### src/include/cfi_params.svh
// widths and field positions follow the RV32 I-type encoding of the landing marker
// the stack depth must be a power of two below 2**CFI_PTR_W

`ifndef CFI_PARAMS_SVH
`define CFI_PARAMS_SVH

// datapath widths
`define CFI_XLEN 32
`define CFI_REG_W 5
`define CFI_IMM_W 12

// shadow stack size and depth counter width
`define CFI_STACK_DEPTH 8
`define CFI_PTR_W 5

// link registers that mark a call or a return
`define CFI_REG_RA 5'd1
`define CFI_REG_T0 5'd5

// landing marker immediate layout
`define CFI_MARK_TAG 2'd2
`define CFI_VARIADIC_BIT 11
`define CFI_ARGS_LSB 2
`define CFI_ARGS_MSB 10
`define CFI_ARGCNT_W (`CFI_ARGS_MSB - `CFI_ARGS_LSB + 1)
`define CFI_ARGS_UNSET 9'h1ff

// length of the halt window after a trap
`define CFI_HALT_CYCLES 2

`endif

### src/hw/cfi_pkg.sv
// types shared by the guard stages
// op_kind_e must match the encoding the core uses on its retire port

`default_nettype none

`include "cfi_params.svh"

package cfi_pkg;

    // plain vectors with a meaning
    typedef logic [`CFI_XLEN-1:0] addr_t;
    typedef logic [`CFI_REG_W-1:0] regnum_t;
    typedef logic [`CFI_IMM_W-1:0] imm_t;
    typedef logic [`CFI_ARGCNT_W-1:0] argcnt_t;

    // decoded operation as reported by the core
    typedef enum logic [1:0] {
        OP_JAL   = 2'd0,
        OP_JALR  = 2'd1,
        OP_ADD   = 2'd2,
        OP_OTHER = 2'd3
    } op_kind_e;

    // tag attached by the classify stage
    typedef enum logic [1:0] {
        CLS_OTHER = 2'd0,
        CLS_CALL  = 2'd1,
        CLS_RET   = 2'd2,
        CLS_MARK  = 2'd3
    } instr_class_e;

    // cause reported with a trap, none reads as zero
    typedef enum logic [1:0] {
        CAUSE_NONE         = 2'd0,
        CAUSE_RET_MISMATCH = 2'd1,
        CAUSE_NO_LANDING   = 2'd2
    } cfi_cause_e;

    // both checkers either idle or waiting for the next commit
    typedef enum logic {
        PEND_IDLE = 1'b0,
        PEND_WAIT = 1'b1
    } pend_state_e;

endpackage

`default_nettype wire

### src/hw/commit_classify.sv
// one retire port, faulting commits are dropped here and never reach the checkers
// a JALR that writes a link register is treated as a call even if rs1 is a link register

`default_nettype none

`include "cfi_params.svh"

module commit_classify (
    input  wire logic                 clk_i,
    input  wire logic                 rst_ni,
    input  wire logic                 commit_valid_i,
    input  wire logic                 commit_fault_i,
    input  wire cfi_pkg::addr_t       commit_pc_i,
    input  wire cfi_pkg::op_kind_e    commit_op_i,
    input  wire cfi_pkg::regnum_t     commit_rd_i,
    input  wire cfi_pkg::regnum_t     commit_rs1_i,
    input  wire cfi_pkg::imm_t        commit_imm_i,
    output logic                      cls_valid_o,
    output cfi_pkg::instr_class_e     cls_class_o,
    output cfi_pkg::addr_t            cls_pc_o,
    output cfi_pkg::imm_t             cls_imm_o
);

    logic                  accept;
    logic                  rd_link;
    logic                  rs1_link;
    cfi_pkg::instr_class_e class_d;

    assign accept   = commit_valid_i && !commit_fault_i;
    assign rd_link  = (commit_rd_i == `CFI_REG_RA) || (commit_rd_i == `CFI_REG_T0);
    assign rs1_link = (commit_rs1_i == `CFI_REG_RA) || (commit_rs1_i == `CFI_REG_T0);

    // the order matters, a call wins over a return on the same JALR
    always_comb begin
        class_d = cfi_pkg::CLS_OTHER;
        if ((commit_op_i == cfi_pkg::OP_JAL || commit_op_i == cfi_pkg::OP_JALR) && rd_link) begin
            class_d = cfi_pkg::CLS_CALL;
        end else if (commit_op_i == cfi_pkg::OP_JALR && commit_rd_i == '0 && rs1_link) begin
            class_d = cfi_pkg::CLS_RET;
        end else if (commit_op_i == cfi_pkg::OP_ADD && commit_rd_i == '0 &&
                     commit_rs1_i == '0 && commit_imm_i[1:0] == `CFI_MARK_TAG) begin
            class_d = cfi_pkg::CLS_MARK;
        end
    end

    always_ff @(posedge clk_i) begin
        if (!rst_ni) begin
            cls_valid_o <= 1'b0;
        end else begin
            cls_valid_o <= accept;
        end
    end

    // payload only moves on an accepted commit
    always_ff @(posedge clk_i) begin
        if (accept) begin
            cls_class_o <= class_d;
            cls_pc_o    <= commit_pc_i;
            cls_imm_o   <= commit_imm_i;
        end
    end

endmodule

`default_nettype wire

### src/hw/return_stack.sv
// entries beyond CFI_STACK_DEPTH are counted but not stored, top_valid_o is low then
// a push and a pop in the same cycle replace the top entry

`default_nettype none

`include "cfi_params.svh"

module return_stack (
    input  wire logic            clk_i,
    input  wire logic            rst_ni,
    input  wire logic            push_i,
    input  wire cfi_pkg::addr_t  push_addr_i,
    input  wire logic            pop_i,
    output cfi_pkg::addr_t       top_o,
    output logic                 top_valid_o
);

    localparam int IDX_W = $clog2(`CFI_STACK_DEPTH);
    localparam logic [`CFI_PTR_W-1:0] DEPTH_MAX = `CFI_PTR_W'(`CFI_STACK_DEPTH);

    cfi_pkg::addr_t         mem_q [`CFI_STACK_DEPTH];
    logic [`CFI_PTR_W-1:0]  depth_q;
    logic [`CFI_PTR_W-1:0]  depth_pop;
    logic [`CFI_PTR_W-1:0]  depth_d;
    logic [`CFI_PTR_W-1:0]  top_ptr;
    logic [IDX_W-1:0]       top_idx;
    logic                   store;

    ////////////////////////////////////////////////
    // depth counter

    // the pop is applied first so a push can reuse the freed slot
    always_comb begin
        depth_pop = depth_q;
        if (pop_i && depth_q != '0) begin
            depth_pop = depth_q - 1'b1;
        end
        depth_d = depth_pop;
        // saturate instead of wrapping on very deep recursion
        if (push_i && depth_pop != '1) begin
            depth_d = depth_pop + 1'b1;
        end
    end

    assign store = push_i && (depth_pop < DEPTH_MAX);

    always_ff @(posedge clk_i) begin
        if (!rst_ni) begin
            depth_q <= '0;
        end else begin
            depth_q <= depth_d;
        end
    end

    ////////////////////////////////////////////////
    // entry storage

    always_ff @(posedge clk_i) begin
        if (store) begin
            mem_q[depth_pop[IDX_W-1:0]] <= push_addr_i;
        end
    end

    // when the depth is in range the low bits of depth - 1 index the top
    assign top_ptr     = depth_q - 1'b1;
    assign top_idx     = top_ptr[IDX_W-1:0];
    assign top_o       = mem_q[top_idx];
    assign top_valid_o = (depth_q != '0) && (depth_q <= DEPTH_MAX);

endmodule

`default_nettype wire

### src/hw/edge_check.sv
// both checkers look only at the next accepted commit after a call or a return
// arg_count_i is sampled on the cycle the landing marker is checked

`default_nettype none

`include "cfi_params.svh"

module edge_check (
    input  wire logic                   clk_i,
    input  wire logic                   rst_ni,
    input  wire logic                   cfi_en_i,
    input  wire cfi_pkg::argcnt_t       arg_count_i,
    input  wire logic                   cls_valid_i,
    input  wire cfi_pkg::instr_class_e  cls_class_i,
    input  wire cfi_pkg::addr_t         cls_pc_i,
    input  wire cfi_pkg::imm_t          cls_imm_i,
    output logic                        viol_valid_o,
    output cfi_pkg::cfi_cause_e         viol_cause_o,
    output cfi_pkg::addr_t              viol_pc_o,
    output logic                        arg_count_clr_o
);

    cfi_pkg::pend_state_e  land_state_q;
    cfi_pkg::pend_state_e  land_state_d;
    cfi_pkg::pend_state_e  ret_state_q;
    cfi_pkg::pend_state_e  ret_state_d;

    cfi_pkg::argcnt_t      mark_args;
    logic                  mark_variadic;
    logic                  args_ok;
    logic                  land_check;
    logic                  land_fail;
    logic                  ret_check;
    logic                  ret_ok;
    logic                  ret_fail;

    logic                  push;
    cfi_pkg::addr_t        push_addr;
    logic                  pop;
    cfi_pkg::addr_t        top;
    logic                  top_valid;
    cfi_pkg::cfi_cause_e   cause_d;

    ////////////////////////////////////////////////
    // forward edge, landing marker after a call

    assign mark_args     = cls_imm_i[`CFI_ARGS_MSB:`CFI_ARGS_LSB];
    assign mark_variadic = cls_imm_i[`CFI_VARIADIC_BIT];

    // an unset CSR means a direct call, any marker is accepted then
    always_comb begin
        if (arg_count_i == `CFI_ARGS_UNSET) begin
            args_ok = 1'b1;
        end else if (mark_variadic) begin
            args_ok = (mark_args >= arg_count_i);
        end else begin
            args_ok = (mark_args == arg_count_i);
        end
    end

    assign land_check = cls_valid_i && (land_state_q == cfi_pkg::PEND_WAIT);
    assign land_fail  = land_check && !(cls_class_i == cfi_pkg::CLS_MARK && args_ok);

    ////////////////////////////////////////////////
    // backward edge, shadow stack

    assign push      = cls_valid_i && (cls_class_i == cfi_pkg::CLS_CALL);
    assign push_addr = cls_pc_i + cfi_pkg::addr_t'(4);

    // returns past the stored entries have no reference and pass
    assign ret_check = cls_valid_i && (ret_state_q == cfi_pkg::PEND_WAIT);
    assign ret_ok    = !top_valid || (cls_pc_i == top);
    assign ret_fail  = ret_check && !ret_ok;
    assign pop       = ret_check && ret_ok;

    return_stack u_return_stack (
        .clk_i       (clk_i),
        .rst_ni      (rst_ni),
        .push_i      (push),
        .push_addr_i (push_addr),
        .pop_i       (pop),
        .top_o       (top),
        .top_valid_o (top_valid)
    );

    // every accepted commit either arms a checker or returns it to idle
    always_comb begin
        land_state_d = land_state_q;
        ret_state_d  = ret_state_q;
        if (cls_valid_i) begin
            land_state_d = (cls_class_i == cfi_pkg::CLS_CALL) ? cfi_pkg::PEND_WAIT
                                                               : cfi_pkg::PEND_IDLE;
            ret_state_d  = (cls_class_i == cfi_pkg::CLS_RET) ? cfi_pkg::PEND_WAIT
                                                              : cfi_pkg::PEND_IDLE;
        end
    end

    // at most one checker is waiting, so only one cause can apply
    always_comb begin
        cause_d = cfi_pkg::CAUSE_NONE;
        if (ret_fail) begin
            cause_d = cfi_pkg::CAUSE_RET_MISMATCH;
        end else if (land_fail) begin
            cause_d = cfi_pkg::CAUSE_NO_LANDING;
        end
    end

    always_ff @(posedge clk_i) begin
        if (!rst_ni) begin
            land_state_q    <= cfi_pkg::PEND_IDLE;
            ret_state_q     <= cfi_pkg::PEND_IDLE;
            viol_valid_o    <= 1'b0;
            viol_cause_o    <= cfi_pkg::CAUSE_NONE;
            arg_count_clr_o <= 1'b0;
        end else begin
            land_state_q    <= land_state_d;
            ret_state_q     <= ret_state_d;
            viol_valid_o    <= (ret_fail || land_fail) && cfi_en_i;
            viol_cause_o    <= cause_d;
            arg_count_clr_o <= land_check || !cfi_en_i;
        end
    end

    always_ff @(posedge clk_i) begin
        if (cls_valid_i) begin
            viol_pc_o <= cls_pc_i;
        end
    end

endmodule

`default_nettype wire

### src/hw/trap_report.sv
// the halt window restarts on every violation, so back to back traps extend it
// cause and tval read zero outside the pulse and the window

`default_nettype none

`include "cfi_params.svh"

module trap_report (
    input  wire logic                 clk_i,
    input  wire logic                 rst_ni,
    input  wire logic                 viol_valid_i,
    input  wire cfi_pkg::cfi_cause_e  viol_cause_i,
    input  wire cfi_pkg::addr_t       viol_pc_i,
    output logic                      trap_valid_o,
    output cfi_pkg::cfi_cause_e       trap_cause_o,
    output cfi_pkg::addr_t            trap_tval_o,
    output logic                      halt_o
);

    localparam int HALT_W = $clog2(`CFI_HALT_CYCLES + 1);

    // cycles of halt still owed after the current one
    logic [HALT_W-1:0] halt_cnt_q;

    always_ff @(posedge clk_i) begin
        if (!rst_ni) begin
            trap_valid_o <= 1'b0;
            trap_cause_o <= cfi_pkg::CAUSE_NONE;
            trap_tval_o  <= '0;
            halt_cnt_q   <= '0;
            halt_o       <= 1'b0;
        end else begin
            trap_valid_o <= viol_valid_i;
            halt_o       <= (halt_cnt_q != '0);

            if (viol_valid_i) begin
                trap_cause_o <= viol_cause_i;
                trap_tval_o  <= viol_pc_i;
                halt_cnt_q   <= HALT_W'(`CFI_HALT_CYCLES);
            end else if (halt_cnt_q != '0) begin
                halt_cnt_q <= halt_cnt_q - 1'b1;
            end else begin
                // window over, the report goes back to zero
                trap_cause_o <= cfi_pkg::CAUSE_NONE;
                trap_tval_o  <= '0;
            end
        end
    end

endmodule

`default_nettype wire

### src/hw/cfi_guard_top.sv
// one retire port, no back-pressure, a commit counts only when valid and not faulting
// trap path latency is three cycles from the sampled commit

`default_nettype none

module cfi_guard_top (
    input  wire logic               clk_i,
    input  wire logic               rst_ni,
    input  wire logic               commit_valid_i,
    input  wire cfi_pkg::addr_t     commit_pc_i,
    input  wire cfi_pkg::op_kind_e  commit_op_i,
    input  wire cfi_pkg::regnum_t   commit_rd_i,
    input  wire cfi_pkg::regnum_t   commit_rs1_i,
    input  wire cfi_pkg::imm_t      commit_imm_i,
    input  wire logic               commit_fault_i,
    input  wire logic               cfi_en_i,
    input  wire cfi_pkg::argcnt_t   arg_count_i,
    output logic                    arg_count_clr_o,
    output logic                    trap_valid_o,
    output cfi_pkg::cfi_cause_e     trap_cause_o,
    output cfi_pkg::addr_t          trap_tval_o,
    output logic                    halt_o
);

    // classify to check
    logic                   cls_valid;
    cfi_pkg::instr_class_e  cls_class;
    cfi_pkg::addr_t         cls_pc;
    cfi_pkg::imm_t          cls_imm;

    // check to report
    logic                   viol_valid;
    cfi_pkg::cfi_cause_e    viol_cause;
    cfi_pkg::addr_t         viol_pc;

    commit_classify u_classify (
        .clk_i          (clk_i),
        .rst_ni         (rst_ni),
        .commit_valid_i (commit_valid_i),
        .commit_fault_i (commit_fault_i),
        .commit_pc_i    (commit_pc_i),
        .commit_op_i    (commit_op_i),
        .commit_rd_i    (commit_rd_i),
        .commit_rs1_i   (commit_rs1_i),
        .commit_imm_i   (commit_imm_i),
        .cls_valid_o    (cls_valid),
        .cls_class_o    (cls_class),
        .cls_pc_o       (cls_pc),
        .cls_imm_o      (cls_imm)
    );

    edge_check u_check (
        .clk_i           (clk_i),
        .rst_ni          (rst_ni),
        .cfi_en_i        (cfi_en_i),
        .arg_count_i     (arg_count_i),
        .cls_valid_i     (cls_valid),
        .cls_class_i     (cls_class),
        .cls_pc_i        (cls_pc),
        .cls_imm_i       (cls_imm),
        .viol_valid_o    (viol_valid),
        .viol_cause_o    (viol_cause),
        .viol_pc_o       (viol_pc),
        .arg_count_clr_o (arg_count_clr_o)
    );

    trap_report u_report (
        .clk_i        (clk_i),
        .rst_ni       (rst_ni),
        .viol_valid_i (viol_valid),
        .viol_cause_i (viol_cause),
        .viol_pc_i    (viol_pc),
        .trap_valid_o (trap_valid_o),
        .trap_cause_o (trap_cause_o),
        .trap_tval_o  (trap_tval_o),
        .halt_o       (halt_o)
    );

endmodule

`default_nettype wire

### config.mk
export PLATFORM = sky130hd
export DESIGN_NAME = cfi_guard_top
export DESIGN_NICKNAME = d
export VERILOG_FILES = /design/src/hw/cfi_pkg.sv /design/src/hw/commit_classify.sv /design/src/hw/return_stack.sv /design/src/hw/edge_check.sv /design/src/hw/trap_report.sv /design/src/hw/cfi_guard_top.sv
export VERILOG_INCLUDE_DIRS = /design/src /design/src/include
export SDC_FILE = /design/constraint.sdc
export NUM_CORES = 1
export LEC_CHECK = 0
export ABC_AREA = 0
export BUFFER_PORTS_ARGS = -buffer_cell sky130_fd_sc_hd__buf_4
export CAP_MARGIN = 25
export CORE_MARGIN = 5
export CORE_UTILIZATION = 60
export CTS_CLUSTER_SIZE = 20
export DETAILED_ROUTE_END_ITERATION = 12
export PLACE_DENSITY = 0.82
export SYNTH_ARGS = -nofsm -noshare
export SYNTH_HDL_FRONTEND = slang
export SYNTH_SLANG_ARGS = --single-unit
### constraint.sdc
create_clock -name clk_i -period 7.4 [get_ports clk_i]
set_input_delay 1.85 -clock clk_i [delete_from_list [all_inputs] [get_ports clk_i]]
set_output_delay 1.85 -clock clk_i [all_outputs]
set_load 0.02 [all_outputs]
==> results.tsv <==
stage	metric	value	unit
timing	min_period	6.18	ns
yosys	synth_seq_area_share	0.728	
clock_tree	tritoncts	built	
yosys	cells_taking_the_most_area_after_synthesis	sky130_fd_sc_hd__edfxtp_1, sky130_fd_sc_hd__mux4_2, sky130_fd_sc_hd__dfxtp_1	
setup_path	critical_path.reg2reg.endpoint	u_check.u_return_stack.mem_q[1][15]	
die	core	25000	um2
clock_tree	cts_root_buf	sky130_fd_sc_hd__clkbuf_16	
clock_tree	path_clk_slew	0.06	ns
setup_path	critical_path.endpoint	u_check.u_return_stack.mem_q[1][15]	
pwr	totalPowerFinal	0.00451	W
yosys	share_of_the_synthesized_netlist_area_taken_by_xor_and_xnor_gates	0.0565	
routing	dr.first_iter.drc_count	1142	
global_routing	antenna_found_initial	1	
clock_tree	post_cts.repair.setup_buffers	0	
pwr	power.net_switching	0.000918	W
pwr	swShare	0.204	
yosys	share_of_the_synthesized_area_in_the_top_cell_type	0.662	
cells_and_area	layout-area-overhead-vs-synth	17.0	%
setup_path	worst_ep_arrival_time	6.40	ns
setup_path	critPathMaxStageDelay	0.94	ns
worst_hold_path	worst_hold_path_type	flop to flop	
placement	dp_hpwl	21200	um
yosys	synth.lib_cells_used.distinct	50	
yosys	synth_ff_type	sky130_fd_sc_hd__edfxtp_1	
yosys	post_synth.cell_area_avg	18.0	um2
cells_and_area	finish.cell_count_without_fillers	1318	
yosys	synthSimpleGateAreaFrac	0.0522	
routing	firstDrtPassIters	5	
setup_path	critical-path-top-cell-by-count	sky130_fd_sc_hd__nand4_1	
yosys	synth_top_area_cell	sky130_fd_sc_hd__edfxtp_1	
yosys	yosys_register_bits	382	
cells_and_area	nFillCells	1454	
yosys	yosysWarningCount	0	
die	die-area	28400	um2
status	outcome	finished, final reports clean	
setup_path	kind_of_launch_point_of_the_worst_setup_path	flop	
clock_tree	clock_latency_on_the_worst_skew_pair	0.54	ns
global_routing	first_pass_grt_wire_length	50700	um
global_routing	track_usage	0.238	
placement	dp_cells	1250	
routing	via_count	8167	
setup_path	cp_cell_sequence	inv_1 > ha_2 > buf_4 > mux4_2 > xnor2_1 > nand4_1 > nor4_1 > nand4_1 > a21oi_1 > o311ai_0 > clkbuf_1 > nand3b_1 > nor2b_4 > buf_12	
pwr	power.leakage	5.93	nW
clock_tree	cts.hold.buffers_added	0	
setup_path	r2r_cells	14	
setup_path	critPathKind	flop to flop	
routing	wl_per_cell	25.4	um
placement	port_buffer_count	106	
setup_path	r2r-start	u_check.u_return_stack.depth_q[0]	
die	initial_core_util	0.603	
die	placementRows	58	
yosys	combined_area_of_all_synthesized_cells	15100	um2
clock_tree	tritoncts.num_buffers	38	
cells_and_area	nets	1045	
die	die_wd	168	um
pwr	p_comb_frac	0.036	
yosys	synth_edf_count	332	
global_routing	globalRouteOverflowTotal	0	
timing	rsz0062_at_grt	no	
yosys	synth-async-reset-ratio	0	
routing	remaining_drc_errors	0	
setup_path	timing.critical_path.to_type	flop	
cells_and_area	proportion_of_layout_cells_with_a_drive_suffix_above_1	0.261	
setup_path	crit_path_start	u_check.u_return_stack.depth_q[0]	
setup_path	reg2reg_slack	1.22	ns
die	height_of_the_chip	168	um
die	floorplan.io_pins	107	
pwr	cell_internal_pwr	0.00359	W
pwr	power-per-cell-area	256	nW/um2
yosys	dominant_combinational_cell_family_by_area_after_synthesis	multiplexers	
clock_tree	cts_h_tree_depth	2	
global_routing	first_global_vias	8181	
run	maxCapViolCount	0	
timing	hold_viol_final	0	
timing	finClkSkew	0.0211	ns
clock_tree	post_cts_resize_count	0	
setup_path	slowest_stage	sky130_fd_sc_hd__ha_2	
timing	timing.setup.tns	0	ns
setup_path	worstSetupPathDepth	14	
clock_tree	clock_tree.buffer_depth	3	
placement	place_congestion	0.838	
yosys	synth.area.mux_share	0.0977	
global_routing	pin_count_of_the_biggest_net_entering_global_routing	46	
routing	drtAntennaViolNets	0	
pwr	power.share.clock	0.426	
setup_path	worstPathRequired	7.63	ns
setup_path	critical_path_buf_inv_count	4	
timing	timing_worst_slew_pin_value	0.880	ns
setup_path	critPathTopFamily	simple AND/OR/NAND/NOR gates	
timing	worst_case_headroom_to_the_max_slew_limit	0.414	
yosys	synthCells	835	
yosys	synth-adder-area-share	0.0116	
routing	wirelength	33500	um
setup_path	worst-path-max-fanout	32	
timing	maxSlewViolCount	0	
routing	post_drt_via_cell_ratio	6.20	
yosys	mappedNetlistNets	919	
pwr	sequential_power_share	0.537	
pwr	power.ir.vdd_worst	0.220	mV
timing	timing.final.crit_share	0.835	
timing	setup_violations	0	
timing	fmax	0.162	GHz
clock_tree	cts_num_sinks	382	
cells_and_area	antennaDiodeCount	0	
yosys	synth_compound_gate_area_share	0.0374	
[flip-flops by register name, summed over array words and instances (netlist names), 2 cells and up]
signal,flops
u_check.u_return_stack.depth_q,5
u_check.u_return_stack.mem_q,256
u_check.viol_cause_o,2
u_check.viol_pc_o,32
u_classify.cls_class_o,2
u_classify.cls_imm_o,10
u_classify.cls_pc_o,32
u_report.halt_cnt_q,2
u_report.trap_cause_o,2
u_report.trap_tval_o,32
[power by group through the flow]
| stage | Combinational (W) | Sequential, W | Clock, W |
|---|---|---|---|
| 6_report | 0.000164 | 0.00242 | 0.00192 |
| 5_1_grt | 0.000176 | 0.00243 | 0.00205 |
| 4_1_cts | 0.000162 | 0.00242 | 0.00195 |
| 3_5_place_dp | 0.000159 | 0.00247 | 0 |
| 3_3_place_gp | 0.000156 | 0.00247 | 0 |
| 2_1_floorplan | 0.0000976 | 0.00244 | 0 |
[cells in the final DEF (no fill, tap or decap), types with 18 or more instances in the layout]
cell                        netlist  routed
sky130_fd_sc_hd__a22o_1          34      34
sky130_fd_sc_hd__clkbuf_16        0      43
sky130_fd_sc_hd__xor2_1          26      26
sky130_fd_sc_hd__edfxtp_1       332     332
sky130_fd_sc_hd__nand3_1         19      19
sky130_fd_sc_hd__nand2_1         28      28
sky130_fd_sc_hd__mux4_2          64      64
sky130_fd_sc_hd__xnor2_1         68      68
sky130_fd_sc_hd__dfxtp_1         50      49
sky130_fd_sc_hd__nor2_1          21      18
sky130_fd_sc_hd__buf_4            2     119
sky130_fd_sc_hd__inv_1           21      21
[Yosys cell counts (5+ instances only)]
library cell / number
sky130_fd_sc_hd__nand2b_1: 6
sky130_fd_sc_hd__inv_1: 21
sky130_fd_sc_hd__nand3_1: 19
sky130_fd_sc_hd__mux4_2: 64
sky130_fd_sc_hd__nand4_1: 17
sky130_fd_sc_hd__o21ai_0: 7
sky130_fd_sc_hd__and3_1: 8
sky130_fd_sc_hd__nand2_1: 28
sky130_fd_sc_hd__and2_1: 6
sky130_fd_sc_hd__ha_1: 14
sky130_fd_sc_hd__xnor2_1: 68
sky130_fd_sc_hd__a22o_1: 34
sky130_fd_sc_hd__edfxtp_1: 332
sky130_fd_sc_hd__clkbuf_1: 25
sky130_fd_sc_hd__a21oi_1: 9
sky130_fd_sc_hd__nor2_1: 21
sky130_fd_sc_hd__dfxtp_1: 50
sky130_fd_sc_hd__xor2_1: 26
sky130_fd_sc_hd__buf_2: 7
sky130_fd_sc_hd__nor3_1: 9
sky130_fd_sc_hd__o21a_1: 5
sky130_fd_sc_hd__nor4_1: 10
sky130_fd_sc_hd__nor2b_1: 8
[worst reg2reg max path, cell delays in order (launching register included)]
cell and delay (ns):
sky130_fd_sc_hd__dfxtp_4 0.71, sky130_fd_sc_hd__inv_1 0.14, sky130_fd_sc_hd__ha_2 0.94, sky130_fd_sc_hd__buf_4 0.42
sky130_fd_sc_hd__mux4_2 0.36, sky130_fd_sc_hd__xnor2_1 0.33, sky130_fd_sc_hd__nand4_1 0.16, sky130_fd_sc_hd__nor4_1 0.27
sky130_fd_sc_hd__nand4_1 0.24, sky130_fd_sc_hd__a21oi_1 0.45, sky130_fd_sc_hd__o311ai_0 0.32, sky130_fd_sc_hd__clkbuf_1 0.21
sky130_fd_sc_hd__nand3b_1 0.40, sky130_fd_sc_hd__nor2b_4 0.67, sky130_fd_sc_hd__buf_12 0.26
[cells by family after synthesis]
logic type	after synthesis
AOI/OAI and AO/OA	71
xor gates and xnor gates	95
adders and majority gates	14
buffers and inverters	59
DFF	382
muxes	67
and+or+nand+nor	147
[metal layers]
metal	vias to the layer above	wire length [um]	track usage
li1	3516	-	-
met1	4121	13300	0.347
met2	471	15900	0.367
met3	57	3480	0.0554
met4	2	826	0.0702
met5	-	8	0
[stage by stage]
step | hold slack, ns | setup slack, ns | area [um2] | utilization
after floorplan | 0.420 | 1.48 | 15100 | -
after global placement | 0.427 | 1.27 | 16300 | 0.654
after detailed placement | 0.441 | 1.22 | 16400 | 0.655
after CTS | 0.457 | 1.15 | 17600 | 0.706
after global routing | 0.477 | 0.742 | 17600 | 0.706
final | 0.456 | 1.22 | 17600 | 0.706
[layout make-up]
class / count / area (um2) / share of cell area
inverter: 21 / 78.8 / 0.00447
timing repair buffer: 124 / 985 / 0.0559
sequential: 382 / 11000 / 0.622
multi-input combinational: 394 / 3910 / 0.222
clock buffer: 50 / 1110 / 0.0631
clock inverter: 17 / 160 / 0.00908
tap: 330 / 413 / 0.0234
[how the worst min path moves through the flow]
stage | start | endpoint | cells after the start
2_1_floorplan | u_report.halt_cnt_q[0] | u_report.halt_cnt_q[0] | 1
3_3_place_gp | u_report.halt_cnt_q[0] | u_report.halt_cnt_q[0] | 1
3_5_place_dp | u_check.viol_cause_o[1] | u_report.trap_cause_o[1] | 1
4_1_cts | u_check.viol_cause_o[1] | u_report.trap_cause_o[1] | 1
5_1_grt | u_check.viol_pc_o[5] | u_report.trap_tval_o[5] | 1
6_report | u_check.viol_cause_o[1] | u_report.trap_cause_o[1] | 1
Power figures use the tool's default switching activity.
